`src/common/controlPkg.sv`:
```
`default_nettype none

package controlPkg;

	// Instruction fields
	typedef logic [5:0] opcodeT;
	typedef logic [5:0] functT;

	// Position inside an execute sequence
	typedef logic [2:0] stepT;

	typedef enum logic [2:0] {
		aluNone = 3'd0,
		aluAdd = 3'd1,
		aluSub = 3'd2,
		aluAnd = 3'd3,
		aluSlt = 3'd7
	} aluOpT;

	typedef enum logic [2:0] {
		srcAPc = 3'd0,
		srcAJump = 3'd3,
		srcARegA = 3'd4
	} aluSrcAT;

	typedef enum logic [2:0] {
		srcBRegB = 3'd0,
		srcBFour = 3'd1,
		srcBImm = 3'd2,
		srcBOffset = 3'd4,
		srcBZero = 3'd5
	} aluSrcBT;

	typedef enum logic [2:0] {
		pcAluResult = 3'd0,
		pcEpc = 3'd1,
		pcAluOut = 3'd2
	} pcSourceT;

	typedef enum logic [1:0] {
		dstRt = 2'd0,
		dstRd = 2'd1,
		dstStackPtr = 2'd3
	} regDstT;

	typedef enum logic [3:0] {
		wdAluOut = 4'd0,
		wdLessThan = 4'd3,
		wdShifter = 4'd4,
		wdSpInit = 4'd8
	} writeDataT;

	typedef enum logic [2:0] {
		shNone = 3'd0,
		shLeft = 3'd2,
		shRightLogic = 3'd3,
		shRightArith = 3'd4
	} shiftOpT;

	typedef enum logic [1:0] {
		ldNone = 2'd0,
		ldVariable = 2'd1,
		ldImmediate = 2'd2
	} shiftLoadT;

	// Full datapath control word with pcWrite in the top bit
	typedef struct packed {
		logic pcWrite;
		logic pcWriteCond;
		logic [1:0] branchEqual;
		pcSourceT pcSource;
		logic irWrite;
		logic regWrite;
		regDstT regDst;
		aluSrcAT aluSrcA;
		aluOpT aluOp;
		logic aluOutWrite;
		aluSrcBT aluSrcB;
		logic aWrite;
		logic bWrite;
		shiftOpT shiftOp;
		logic shamtFromField;
		shiftLoadT shiftLoad;
		writeDataT writeData;
	} ctrlWordT;

	typedef enum logic [3:0] {
		clsNone,
		clsAluR,
		clsAddi,
		clsSlt,
		clsShift,
		clsJr,
		clsBreak,
		clsRte,
		clsBeq
	} instrClassT;

	typedef struct packed {
		instrClassT cls;
		aluOpT aluOp;
		shiftOpT shiftOp;
		logic shiftVariable;
	} decodedT;

	typedef enum logic [3:0] {
		phReset,
		phSpInit,
		phIdle,
		phPcIncr,
		phFetchWait,
		phIrLoad,
		phDecodeWait,
		phDispatch,
		phExecute
	} phaseT;

	localparam opcodeT OpRType = 6'd0;
	localparam opcodeT OpAddi = 6'd8;
	localparam opcodeT OpBeq = 6'd4;

	localparam functT FnAdd = 6'd32;
	localparam functT FnSub = 6'd34;
	localparam functT FnSrl = 6'd2;
	localparam functT FnSra = 6'd3;
	localparam functT FnSll = 6'd0;
	localparam functT FnSlt = 6'd42;
	localparam functT FnAnd = 6'd36;
	localparam functT FnJr = 6'd8;
	localparam functT FnSllv = 6'd4;
	localparam functT FnSrav = 6'd7;
	localparam functT FnBreak = 6'd13;
	localparam functT FnRte = 6'd19;

endpackage

`default_nettype wire
```
`src/source/controlUnit.sv`:
```
`default_nettype none

module controlUnit (
	input wire clk,
	input wire arstN,
	input wire controlPkg::opcodeT opcode,
	input wire controlPkg::functT funct,
	output controlPkg::ctrlWordT ctrl
);

	controlPkg::decodedT decoded;
	controlPkg::decodedT instr;
	controlPkg::phaseT phase;
	controlPkg::stepT step;

	instrDecode decode_i (
		.opcode(opcode),
		.funct(funct),
		.decoded(decoded)
	);

	controlSequencer sequencer_i (
		.clk(clk),
		.arstN(arstN),
		.decoded(decoded),
		.phase(phase),
		.step(step),
		.instr(instr)
	);

	controlWordTable table_i (
		.phase(phase),
		.step(step),
		.instr(instr),
		.ctrl(ctrl)
	);

endmodule

`default_nettype wire

```
`src/sequencer/controlWordTable.sv`:
```
`default_nettype none

module controlWordTable (
	input wire controlPkg::phaseT phase,
	input wire controlPkg::stepT step,
	input wire controlPkg::decodedT instr,
	output controlPkg::ctrlWordT ctrl
);

	always_comb
	begin
		ctrl = '0;
		case (phase)
			controlPkg::phSpInit:
			begin
				ctrl.regWrite = 1'b1;
				ctrl.regDst = controlPkg::dstStackPtr;
				ctrl.writeData = controlPkg::wdSpInit;
			end
			controlPkg::phPcIncr:
			begin
				ctrl.pcWrite = 1'b1;
				ctrl.aluSrcA = controlPkg::srcAPc;
				ctrl.aluSrcB = controlPkg::srcBFour;
				ctrl.aluOp = controlPkg::aluAdd;
				ctrl.pcSource = controlPkg::pcAluResult;
			end
			controlPkg::phIrLoad:
				ctrl.irWrite = 1'b1;
			controlPkg::phExecute:
			begin
				case (instr.cls)
					controlPkg::clsAluR:
					begin
						if (step == 3'd0)
						begin
							ctrl.aWrite = 1'b1;
							ctrl.bWrite = 1'b1;
							ctrl.aluSrcA = controlPkg::srcARegA;
							ctrl.aluSrcB = controlPkg::srcBRegB;
							ctrl.aluOp = instr.aluOp;
							ctrl.aluOutWrite = 1'b1;
						end
						else if (step == 3'd2)
						begin
							ctrl.regWrite = 1'b1;
							ctrl.regDst = controlPkg::dstRd;
							ctrl.writeData = controlPkg::wdAluOut;
						end
					end
					controlPkg::clsAddi:
					begin
						if (step == 3'd0)
						begin
							ctrl.aWrite = 1'b1;
							ctrl.aluSrcA = controlPkg::srcARegA;
							ctrl.aluSrcB = controlPkg::srcBImm;
							ctrl.aluOp = controlPkg::aluAdd;
							ctrl.aluOutWrite = 1'b1;
						end
						else if (step == 3'd2)
						begin
							ctrl.regWrite = 1'b1;
							ctrl.regDst = controlPkg::dstRt;
							ctrl.writeData = controlPkg::wdAluOut;
						end
					end
					controlPkg::clsSlt:
					begin
						if (step == 3'd0)
						begin
							ctrl.aWrite = 1'b1;
							ctrl.bWrite = 1'b1;
							ctrl.aluSrcA = controlPkg::srcARegA;
							ctrl.aluSrcB = controlPkg::srcBRegB;
							ctrl.aluOp = controlPkg::aluSlt;
						end
						else if (step inside {3'd1, 3'd2})
						begin
							ctrl.regWrite = 1'b1;
							ctrl.regDst = controlPkg::dstRd;
							ctrl.writeData = controlPkg::wdLessThan;
						end
					end
					controlPkg::clsShift:
					begin
						if (step == 3'd0)
						begin
							ctrl.aluSrcA = controlPkg::srcARegA;
							if (instr.shiftVariable)
								ctrl.shiftLoad = controlPkg::ldVariable;
							else
							begin
								// Amount comes from the shamt field
								ctrl.aWrite = 1'b1;
								ctrl.bWrite = 1'b1;
								ctrl.shiftLoad = controlPkg::ldImmediate;
								ctrl.shamtFromField = 1'b1;
							end
						end
						else if (step == 3'd1)
							ctrl.shiftOp = instr.shiftOp;
						else if (step inside {3'd2, 3'd3})
						begin
							ctrl.regWrite = 1'b1;
							ctrl.regDst = controlPkg::dstRd;
							ctrl.writeData = controlPkg::wdShifter;
						end
					end
					controlPkg::clsJr:
					begin
						if (step == 3'd0)
						begin
							ctrl.aluSrcA = controlPkg::srcAJump;
							ctrl.aluSrcB = controlPkg::srcBZero;
							ctrl.aluOp = controlPkg::aluAdd;
							ctrl.aluOutWrite = 1'b1;
						end
						else if (step inside {3'd1, 3'd2})
						begin
							ctrl.pcWrite = 1'b1;
							ctrl.pcSource = controlPkg::pcAluOut;
						end
					end
					controlPkg::clsBreak:
					begin
						if (step == 3'd0)
						begin
							ctrl.aWrite = 1'b1;
							ctrl.bWrite = 1'b1;
							ctrl.aluSrcA = controlPkg::srcAPc;
							ctrl.aluSrcB = controlPkg::srcBFour;
							ctrl.aluOp = controlPkg::aluSub;
						end
						else if (step inside {3'd1, 3'd2, 3'd3})
						begin
							ctrl.pcWrite = 1'b1;
							ctrl.pcSource = controlPkg::pcAluResult;
						end
					end
					controlPkg::clsRte:
					begin
						ctrl.pcWrite = 1'b1;
						ctrl.pcSource = controlPkg::pcEpc;
					end
					controlPkg::clsBeq:
					begin
						// Target first, then compare, then conditional write
						if (step == 3'd1)
						begin
							ctrl.aluSrcA = controlPkg::srcAPc;
							ctrl.aluSrcB = controlPkg::srcBOffset;
							ctrl.aluOp = controlPkg::aluAdd;
							ctrl.aluOutWrite = 1'b1;
						end
						else if (step == 3'd3)
						begin
							ctrl.aWrite = 1'b1;
							ctrl.bWrite = 1'b1;
							ctrl.aluSrcA = controlPkg::srcARegA;
							ctrl.aluSrcB = controlPkg::srcBRegB;
							ctrl.aluOp = controlPkg::aluSub;
						end
						else if (step == 3'd4)
						begin
							ctrl.pcWriteCond = 1'b1;
							ctrl.branchEqual = 2'd1;
							ctrl.pcSource = controlPkg::pcAluOut;
						end
					end
					default:
						ctrl = '0;
				endcase
			end
			default:
				ctrl = '0;
		endcase
	end

endmodule

`default_nettype wire

```
`src/sequencer/controlSequencer.sv`:
```
`default_nettype none

module controlSequencer (
	input wire clk,
	input wire arstN,
	input wire controlPkg::decodedT decoded,
	output controlPkg::phaseT phase,
	output controlPkg::stepT step,
	output controlPkg::decodedT instr
);

	// Last execute step of each class, one less than its length
	function automatic controlPkg::stepT lastStep(input controlPkg::instrClassT cls);
		case (cls)
			controlPkg::clsAluR:
				lastStep = 3'd3;
			controlPkg::clsAddi:
				lastStep = 3'd2;
			controlPkg::clsSlt:
				lastStep = 3'd3;
			controlPkg::clsShift:
				lastStep = 3'd4;
			controlPkg::clsJr:
				lastStep = 3'd3;
			controlPkg::clsBreak:
				lastStep = 3'd4;
			controlPkg::clsRte:
				lastStep = 3'd0;
			controlPkg::clsBeq:
				lastStep = 3'd6;
			default:
				lastStep = 3'd0;
		endcase
	endfunction

	always_ff @(posedge clk or negedge arstN)
	begin
		if (!arstN)
		begin
			phase <= controlPkg::phReset;
			step <= '0;
		end
		else
		begin
			step <= '0;
			case (phase)
				controlPkg::phReset:
					phase <= controlPkg::phSpInit;
				controlPkg::phSpInit:
					phase <= controlPkg::phIdle;
				controlPkg::phIdle:
					phase <= controlPkg::phPcIncr;
				controlPkg::phPcIncr:
					phase <= controlPkg::phFetchWait;
				controlPkg::phFetchWait:
					phase <= controlPkg::phIrLoad;
				controlPkg::phIrLoad:
					phase <= controlPkg::phDecodeWait;
				controlPkg::phDecodeWait:
					phase <= controlPkg::phDispatch;
				controlPkg::phDispatch:
				begin
					// Unknown instructions go straight back to fetch
					if (decoded.cls == controlPkg::clsNone)
						phase <= controlPkg::phPcIncr;
					else
						phase <= controlPkg::phExecute;
				end
				controlPkg::phExecute:
				begin
					if (step == lastStep(instr.cls))
						phase <= controlPkg::phPcIncr;
					else
						step <= step + 3'd1;
				end
				default:
					phase <= controlPkg::phReset;
			endcase
		end
	end

	// Instruction held for the whole execute sequence
	always_ff @(posedge clk)
	begin
		if (phase == controlPkg::phDispatch)
			instr <= decoded;
	end

endmodule

`default_nettype wire

```
`src/source/instrDecode.sv`:
```
`default_nettype none

module instrDecode (
	input wire controlPkg::opcodeT opcode,
	input wire controlPkg::functT funct,
	output controlPkg::decodedT decoded
);

	always_comb
	begin
		decoded = '0;
		decoded.cls = controlPkg::clsNone;
		case (opcode)
			controlPkg::OpRType:
			begin
				case (funct)
					controlPkg::FnAdd:
					begin
						decoded.cls = controlPkg::clsAluR;
						decoded.aluOp = controlPkg::aluAdd;
					end
					controlPkg::FnSub:
					begin
						decoded.cls = controlPkg::clsAluR;
						decoded.aluOp = controlPkg::aluSub;
					end
					controlPkg::FnAnd:
					begin
						decoded.cls = controlPkg::clsAluR;
						decoded.aluOp = controlPkg::aluAnd;
					end
					controlPkg::FnSlt:
					begin
						decoded.cls = controlPkg::clsSlt;
						decoded.aluOp = controlPkg::aluSlt;
					end
					controlPkg::FnSrl:
					begin
						decoded.cls = controlPkg::clsShift;
						decoded.shiftOp = controlPkg::shRightLogic;
					end
					controlPkg::FnSra:
					begin
						decoded.cls = controlPkg::clsShift;
						decoded.shiftOp = controlPkg::shRightArith;
					end
					controlPkg::FnSll:
					begin
						decoded.cls = controlPkg::clsShift;
						decoded.shiftOp = controlPkg::shLeft;
					end
					// Shift amount taken from rs
					controlPkg::FnSllv:
					begin
						decoded.cls = controlPkg::clsShift;
						decoded.shiftOp = controlPkg::shLeft;
						decoded.shiftVariable = 1'b1;
					end
					controlPkg::FnSrav:
					begin
						decoded.cls = controlPkg::clsShift;
						decoded.shiftOp = controlPkg::shRightArith;
						decoded.shiftVariable = 1'b1;
					end
					controlPkg::FnJr:
						decoded.cls = controlPkg::clsJr;
					controlPkg::FnBreak:
						decoded.cls = controlPkg::clsBreak;
					controlPkg::FnRte:
						decoded.cls = controlPkg::clsRte;
					default:
						decoded.cls = controlPkg::clsNone;
				endcase
			end
			controlPkg::OpAddi:
			begin
				decoded.cls = controlPkg::clsAddi;
				decoded.aluOp = controlPkg::aluAdd;
			end
			controlPkg::OpBeq:
				decoded.cls = controlPkg::clsBeq;
			default:
				decoded.cls = controlPkg::clsNone;
		endcase
	end

endmodule

`default_nettype wire

```
`config.mk`:
```
export PLATFORM = sky130hd
export DESIGN_NAME = controlUnit
export DESIGN_NICKNAME = d
export VERILOG_FILES = /design/src/common/controlPkg.sv /design/src/source/controlUnit.sv /design/src/sequencer/controlWordTable.sv /design/src/sequencer/controlSequencer.sv /design/src/source/instrDecode.sv
export SDC_FILE = /design/constraint.sdc
export NUM_CORES = 1
export LEC_CHECK = 0
export ABC_AREA = 1
export BUFFER_PORTS_ARGS = -buffer_cell sky130_fd_sc_hd__buf_2
export CELL_PAD_IN_SITES_DETAIL_PLACEMENT = 2
export CELL_PAD_IN_SITES_GLOBAL_PLACEMENT = 2
export CORE_MARGIN = 3
export CORE_UTILIZATION = 25
export CTS_CLUSTER_SIZE = 30
export DETAILED_ROUTE_END_ITERATION = 10
export MAX_ROUTING_LAYER = met4
export PLACE_DENSITY_LB_ADDON = 0.1
export SYNTH_ARGS = -nofsm -noshare
export SYNTH_HDL_FRONTEND = slang
export SYNTH_SLANG_ARGS = --single-unit
export TNS_END_PERCENT = 30
```
`constraint.sdc`:
```
create_clock -name clk -period 1.5 [get_ports clk]
set_input_delay 0 -clock clk [delete_from_list [all_inputs] [get_ports clk]]
set_output_delay 0 -clock clk [all_outputs]
set_load 0.02 [all_outputs]
```
==> results.toml, run 1 <==
[status]
outcome = "finished with violations"
violations = "setup timing"

[final_layout]
layout_common_cells = "buf_4 (79), nand2_1 (40), inv_1 (29), nor2_1 (29)"
area_growth_pct = 68.5
final_util = 0.438
antenna_cells = 0
nets = 393
nFillCells = 813
drive_above_1_share = 0.525
layout_commonest_cell = "buf_4"

[placed_design]
globalplace.congestion = 0.825
dp_hpwl_um = 5180
numPortBuffers = 44

[cts]
numCtsBuffers = 3
clock_path_buffers = 2
insertion_delay_ns = 0.26
cts_max_level = 1
cts_tree = "yes"
clkSlewWorstSetupHoldPaths_ns = 0.07
cts_root_buf = "clkbuf_8"
clock-sinks = 21

[floorplanning]
die_h_um = 90.3
rows = 30
die_w_um = 90.3
start_util = 0.260
boundaryPins = 47
die_area_mm2 = 0.00815
design.core.area_mm2 = 0.00683

[drt]
drt_wl_total_um = 7940
drt_iter0_drc = 52
wl_per_cell_um = 16.9
drt_pass1_iterations = 4
antenna_left = 0
drcViolationCount = 0
routed_via_density = 4.70
vias = 2204

[pwr]
p_leak_nw = 1.48
power_density_mw_per_mm2 = 883
max-vdd-ir-drop_mv = 0.319
power_mw = 2.64

[sta]
maxSlewViolCount = 0
period_minus_slack_ns = 2.03
finalSetupViolCount = 33
grt_setup_unrepaired = "yes"
worst_hold_slack_ns = 0.0863
fin_crit_sh = 1.36
final.setup.tns_ns = -10.38
fin_skew_ns = 0.00276
hold_viol = 0
setup_ws_ns = -0.533
max_freq_ghz = 0.492

[critical_path]
startpoint_type = "register"
crit_required_ns = 1.50
crit_fanout = 3
worst_ep_arrival_time_ns = 2.03
cp-end-kind = "output pin"
path_class = "reg -> out"
r2r_cells = 8

[min_path]
hold_class = "in -> reg"
hold_path_depth = 2

[synthesis]
async_flop_share = 0.333
synth_fa_ha_area_frac = 0.0352
synth_top_family_by_area = "simple AND/OR/NAND/NOR gates"
synth.distinct_cells = 38
synth-simple-area-share = 0.388
yosys_register_bits = 21
syn_area_mm2 = 0.00178
synth_xor_area_frac = 0.0148
netlist_instances = 265
ys.flop_type = "edfxtp_1"
ys_seq_area_frac = 0.319
synth_area_per_cell_um2 = 6.70
yosysWarnings = 0
synth_compound_area_frac = 0.101
synth_edf_count = 11
synthMuxAreaShare = 0

[global_route]
antenna_found_initial = 0
overflow = 0
grt_pass1_wl_um = 10800
grt_max_degree = 12
grt_use_total = 0.169
grt_pass1_vias = 2241

[run]
maxCapViolCount = 0
==> final cells by class <==
type | instances | area [um2] | share of cell area
sequential | 21 | 566 | 0.189
inverter | 50 | 195 | 0.0652
multi-input combinational | 186 | 1210 | 0.406
clock buffer | 4 | 45.0 | 0.0151
tap | 96 | 120 | 0.0402
timing repair buffer | 112 | 851 | 0.284
==> metrics by stage <==
step           worst slack [ns]  instance area (um2)  cells
2_1_floorplan           -0.0865                 1800    266
3_3_place_gp             -0.180                 2440    446
3_5_place_dp             -0.208                 2440    446
4_1_cts                  -0.379                 2750    459
5_1_grt                  -0.624                 2990    469
6_report                 -0.533                 2990    469
==> repair_timing <==
action,CTS,global route
buffers inserted,8,10
hold buffers,1,0
hold endpoints to repair,7,0
pin swaps,15,25
gates resized for setup,65,47
endpoints found under the setup margin,28,37
==> worst paths after layout <==
kind	start	to	slack [ns]
worst max-delay path	sequencer_i.step[1]	ctrl[17]	-0.53
worst min register to register	sequencer_i.step[0]	sequencer_i.step[0]	0.73
max in group asynchronous	arstN	sequencer_i.phase[3]	1.24
min in group asynchronous	arstN	sequencer_i.step[2]	0.11
worst min-delay path	funct[3]	sequencer_i.instr[0]	0.09
worst max register to register	sequencer_i.step[1]	sequencer_i.phase[1]	-0.05
==> critical path, cell delays in order, from the launching register on <==
cell      delay, ns
dfrtp_1        0.42
inv_2          0.08
ha_1           0.22
inv_2          0.10
nor2_2         0.05
nor2_1         0.12
nand2_1        0.11
nand3b_1       0.15
a21oi_1        0.06
or2_1          0.23
inv_1          0.10
buf_6          0.12
==> cell usage after synthesis (3+ instances only) <==
library cell | number | area share
dfxtp_1 | 3 | 0.034
nor2_1 | 38 | 0.080
nand3_1 | 23 | 0.065
inv_2 | 8 | 0.017
ha_1 | 5 | 0.035
nand4_1 | 7 | 0.025
nor3_1 | 4 | 0.011
edfxtp_1 | 11 | 0.19
xor2_1 | 3 | 0.015
dfrtp_1 | 7 | 0.099
inv_1 | 42 | 0.089
o21ai_0 | 8 | 0.023
buf_4 | 7 | 0.030
nand2_1 | 48 | 0.10
nor2_2 | 10 | 0.035
a21oi_1 | 14 | 0.039
==> cells by family (layout without fill, tap and decap cells) <==
group | after synthesis | after routing
AND/OR/NAND/NOR | 144 | 144
other | 1 | 2
flip-flops | 21 | 21
XOR/XNOR | 3 | 3
adder cells (fa/ha/maj) | 5 | 5
buffers and inverters | 59 | 166
AO/OA/AOI/OAI | 32 | 32
==> routing by layer <==
| metal | track usage | vias to the layer above | part of all wire | routed length [um] |
|---|---|---|---|---|
| li1 | - | 1056 | - | - |
| met1 | 0.185 | 1074 | 0.38 | 3020 |
| met2 | 0.322 | 56 | 0.56 | 4420 |
| met3 | 0.0175 | 18 | 0.038 | 301 |
| met4 | 0.0446 | 0 | 0.025 | 199 |
| met5 | - | - | 0 | 0 |
==> where the power goes <==
part	switching (mW)	internal (mW)	total, mW
combinational	0.856	0.575	1.43
sequential	0.0904	0.750	0.840
clock	0.181	0.190	0.371
total	1.13	1.51	2.64
Note: power is estimated with default switching activity, not from simulation.
==> run 2: changes to the inputs <==
--- a/config.mk
+++ b/config.mk
@@ -10,11 +10,12 @@
 export CELL_PAD_IN_SITES_DETAIL_PLACEMENT = 2
 export CELL_PAD_IN_SITES_GLOBAL_PLACEMENT = 2
 export CORE_MARGIN = 3
-export CORE_UTILIZATION = 25
+export CORE_UTILIZATION = 28
 export CTS_CLUSTER_SIZE = 30
 export DETAILED_ROUTE_END_ITERATION = 10
 export MAX_ROUTING_LAYER = met4
 export PLACE_DENSITY_LB_ADDON = 0.1
+export SLEW_MARGIN = 20
 export SYNTH_ARGS = -nofsm -noshare
 export SYNTH_HDL_FRONTEND = slang
 export SYNTH_SLANG_ARGS = --single-unit
==> constraint.sdc (replaced) <==
create_clock -name clk -period 1.9 [get_ports clk]
set_input_delay 0 -clock clk [delete_from_list [all_inputs] [get_ports clk]]
set_output_delay 0 -clock clk [all_outputs]
set_load 0.02 [all_outputs]
==> results.toml, run 2 (same netlist as run 1, synthesis figures left out) <==
[status]
outcome = "finished with violations"
violations = "setup timing"

[critical_path]
crit_path_frequent_cell = "inv_1"
worst_ep_arrival_time_ns = 2.08
crit_chain = "inv_2 -> nand2_1 -> inv_1 -> nand3_2 -> nand2_2 -> inv_1 -> o21ai_1 -> a211oi_1 -> o21ai_0 -> buf_2"
path_class = "reg -> out"
crit_fanout = 3
cp_num_buf_inv = 4
cp_slowest_stage_delay_ns = 0.46
cp-end-kind = "output pin"
startpoint_type = "register"
crit_family = "compound AO/OA/AOI/OAI gates"
crit_required_ns = 1.90
slowest_stage = "edfxtp_1"

[drt]
routed_via_density = 5.01
drt_pass1_iterations = 4
vias = 2080
drt_iter0_drc = 62
antenna_left = 0
drt_wl_total_um = 7010
drcViolationCount = 0
wl_per_cell_um = 16.9

[cts]
clkSlewWorstSetupHoldPaths_ns = 0.08
cts_root_buf = "clkbuf_8"
clock_path_buffers = 2
numCtsBuffers = 3
cts_max_level = 1
cts_tree = "yes"
clock-sinks = 21
insertion_delay_ns = 0.26

[pwr]
power_frac_clock = 0.162
max-vdd-ir-drop_mv = 0.385
p_switching_uw = 809
p_leak_nw = 1.31
switching_share = 0.435
power_density_mw_per_mm2 = 734
intPower_mw = 1.05
p_seq_frac = 0.354
combPwrFrac = 0.483

[final_layout]
area_growth_pct = 42.6
layout_common_cells = "nand2_1 (45), buf_4 (40), inv_1 (35), buf_2 (34), nor2_1 (31)"
drive_above_1_share = 0.406
final_util = 0.420
nets = 360
layout_commonest_cell = "nand2_1"
antenna_cells = 0

[global_route]
grt_pass1_vias = 2119
grt.busiest_layer = "met2"
overflow = 0
grt_use_met3 = 0.0106
grt_use_total = 0.179
global_route.usage.met2 = 0.326
antenna_found_initial = 0
met1_usage = 0.216
grt_max_degree = 15
grt_pass1_wl_um = 10300

[run]
maxCapViolCount = 0

[floorplanning]
die_w_um = 85.6
start_util = 0.295
die_h_um = 85.6
die_area_mm2 = 0.00733
rows = 28
boundaryPins = 47
design.core.area_mm2 = 0.00603

[sta]
fin_crit_sh = 1.09
finalSetupViolCount = 11
setup_ws_ns = -0.176
hold_viol = 0
max_freq_ghz = 0.482
period_minus_slack_ns = 2.08
grt_setup_unrepaired = "yes"
final.setup.tns_ns = -0.742
maxSlewViolCount = 0
fin_skew_ns = 0.00867

[placed_design]
numPortBuffers = 44
globalplace.congestion = 0.859
dp_hpwl_um = 4940

[min_path]
hold_class = "in -> reg"
run 2: changes by cell type in the layout (fill, tap and decap cells not counted), sizes merged:
cell	change
buf	-33
run 2: path summary, 6_finish.rpt:
kind                            slack [ns]                   from  depth (start not counted)                   end
max in group asynchronous             1.59                  arstN                          2   sequencer_i.step[0]
worst max-delay path                 -0.18  sequencer_i.instr[10]                         10              ctrl[16]
worst min-delay path                  0.09               funct[3]                          2  sequencer_i.instr[0]
min in group asynchronous             0.13                  arstN                          2   sequencer_i.step[1]
worst max register to register        0.26    sequencer_i.step[1]                          5  sequencer_i.phase[3]
worst min register to register        0.67    sequencer_i.step[0]                          2   sequencer_i.step[0]
run 2: routing by layer:
metal	vias up	part of all wire	wire, um
met5	-	0	0
met4	0	0.016	111
met3	8	0.035	246
met2	54	0.53	3700
met1	1023	0.42	2960
li1	995	-	-
run 2: cell type report:
class,instances,area (um2)
clock buffer,4,45.0
fill,727,3490
inverter,50,193
multi-input combinational,186,1110
sequential,21,568
tap,75,93.8
timing repair buffer,79,526
run 2: timing repair:
item | CTS | global route
gates resized for setup | 18 | 42
endpoints found under the hold margin | 7 | 0
setup endpoints to repair | 14 | 24
pin swaps | 4 | 10
hold buffers | 1 | 0
setup buffers | 11 | 13
run 2: power by group through the flow:
| stage | clock (mW) | sequential [mW] | combinational, mW |
|---|---|---|---|
| floorplan | 0 | 0.648 | 0.552 |
| global placement | 0 | 0.664 | 0.769 |
| detailed placement | 0 | 0.667 | 0.792 |
| CTS | 0.302 | 0.656 | 0.827 |
| global route | 0.325 | 0.675 | 1.01 |
| finish | 0.302 | 0.659 | 0.899 |
run 2: through the flow:
stage | setup slack [ns] | area, um2 | hold slack (ns) | total power, mW | std cells
after floorplan | 0.236 | 1780 | -0.296 | 1.20 | 266
after CTS | -0.0593 | 2300 | 0.0861 | 1.79 | 402
after global placement | 0.133 | 2110 | -0.147 | 1.43 | 386
final | -0.176 | 2530 | 0.0924 | 1.86 | 415
after detailed placement | 0.0581 | 2110 | -0.146 | 1.46 | 386
after global routing | -0.369 | 2530 | 0.110 | 2.01 | 415
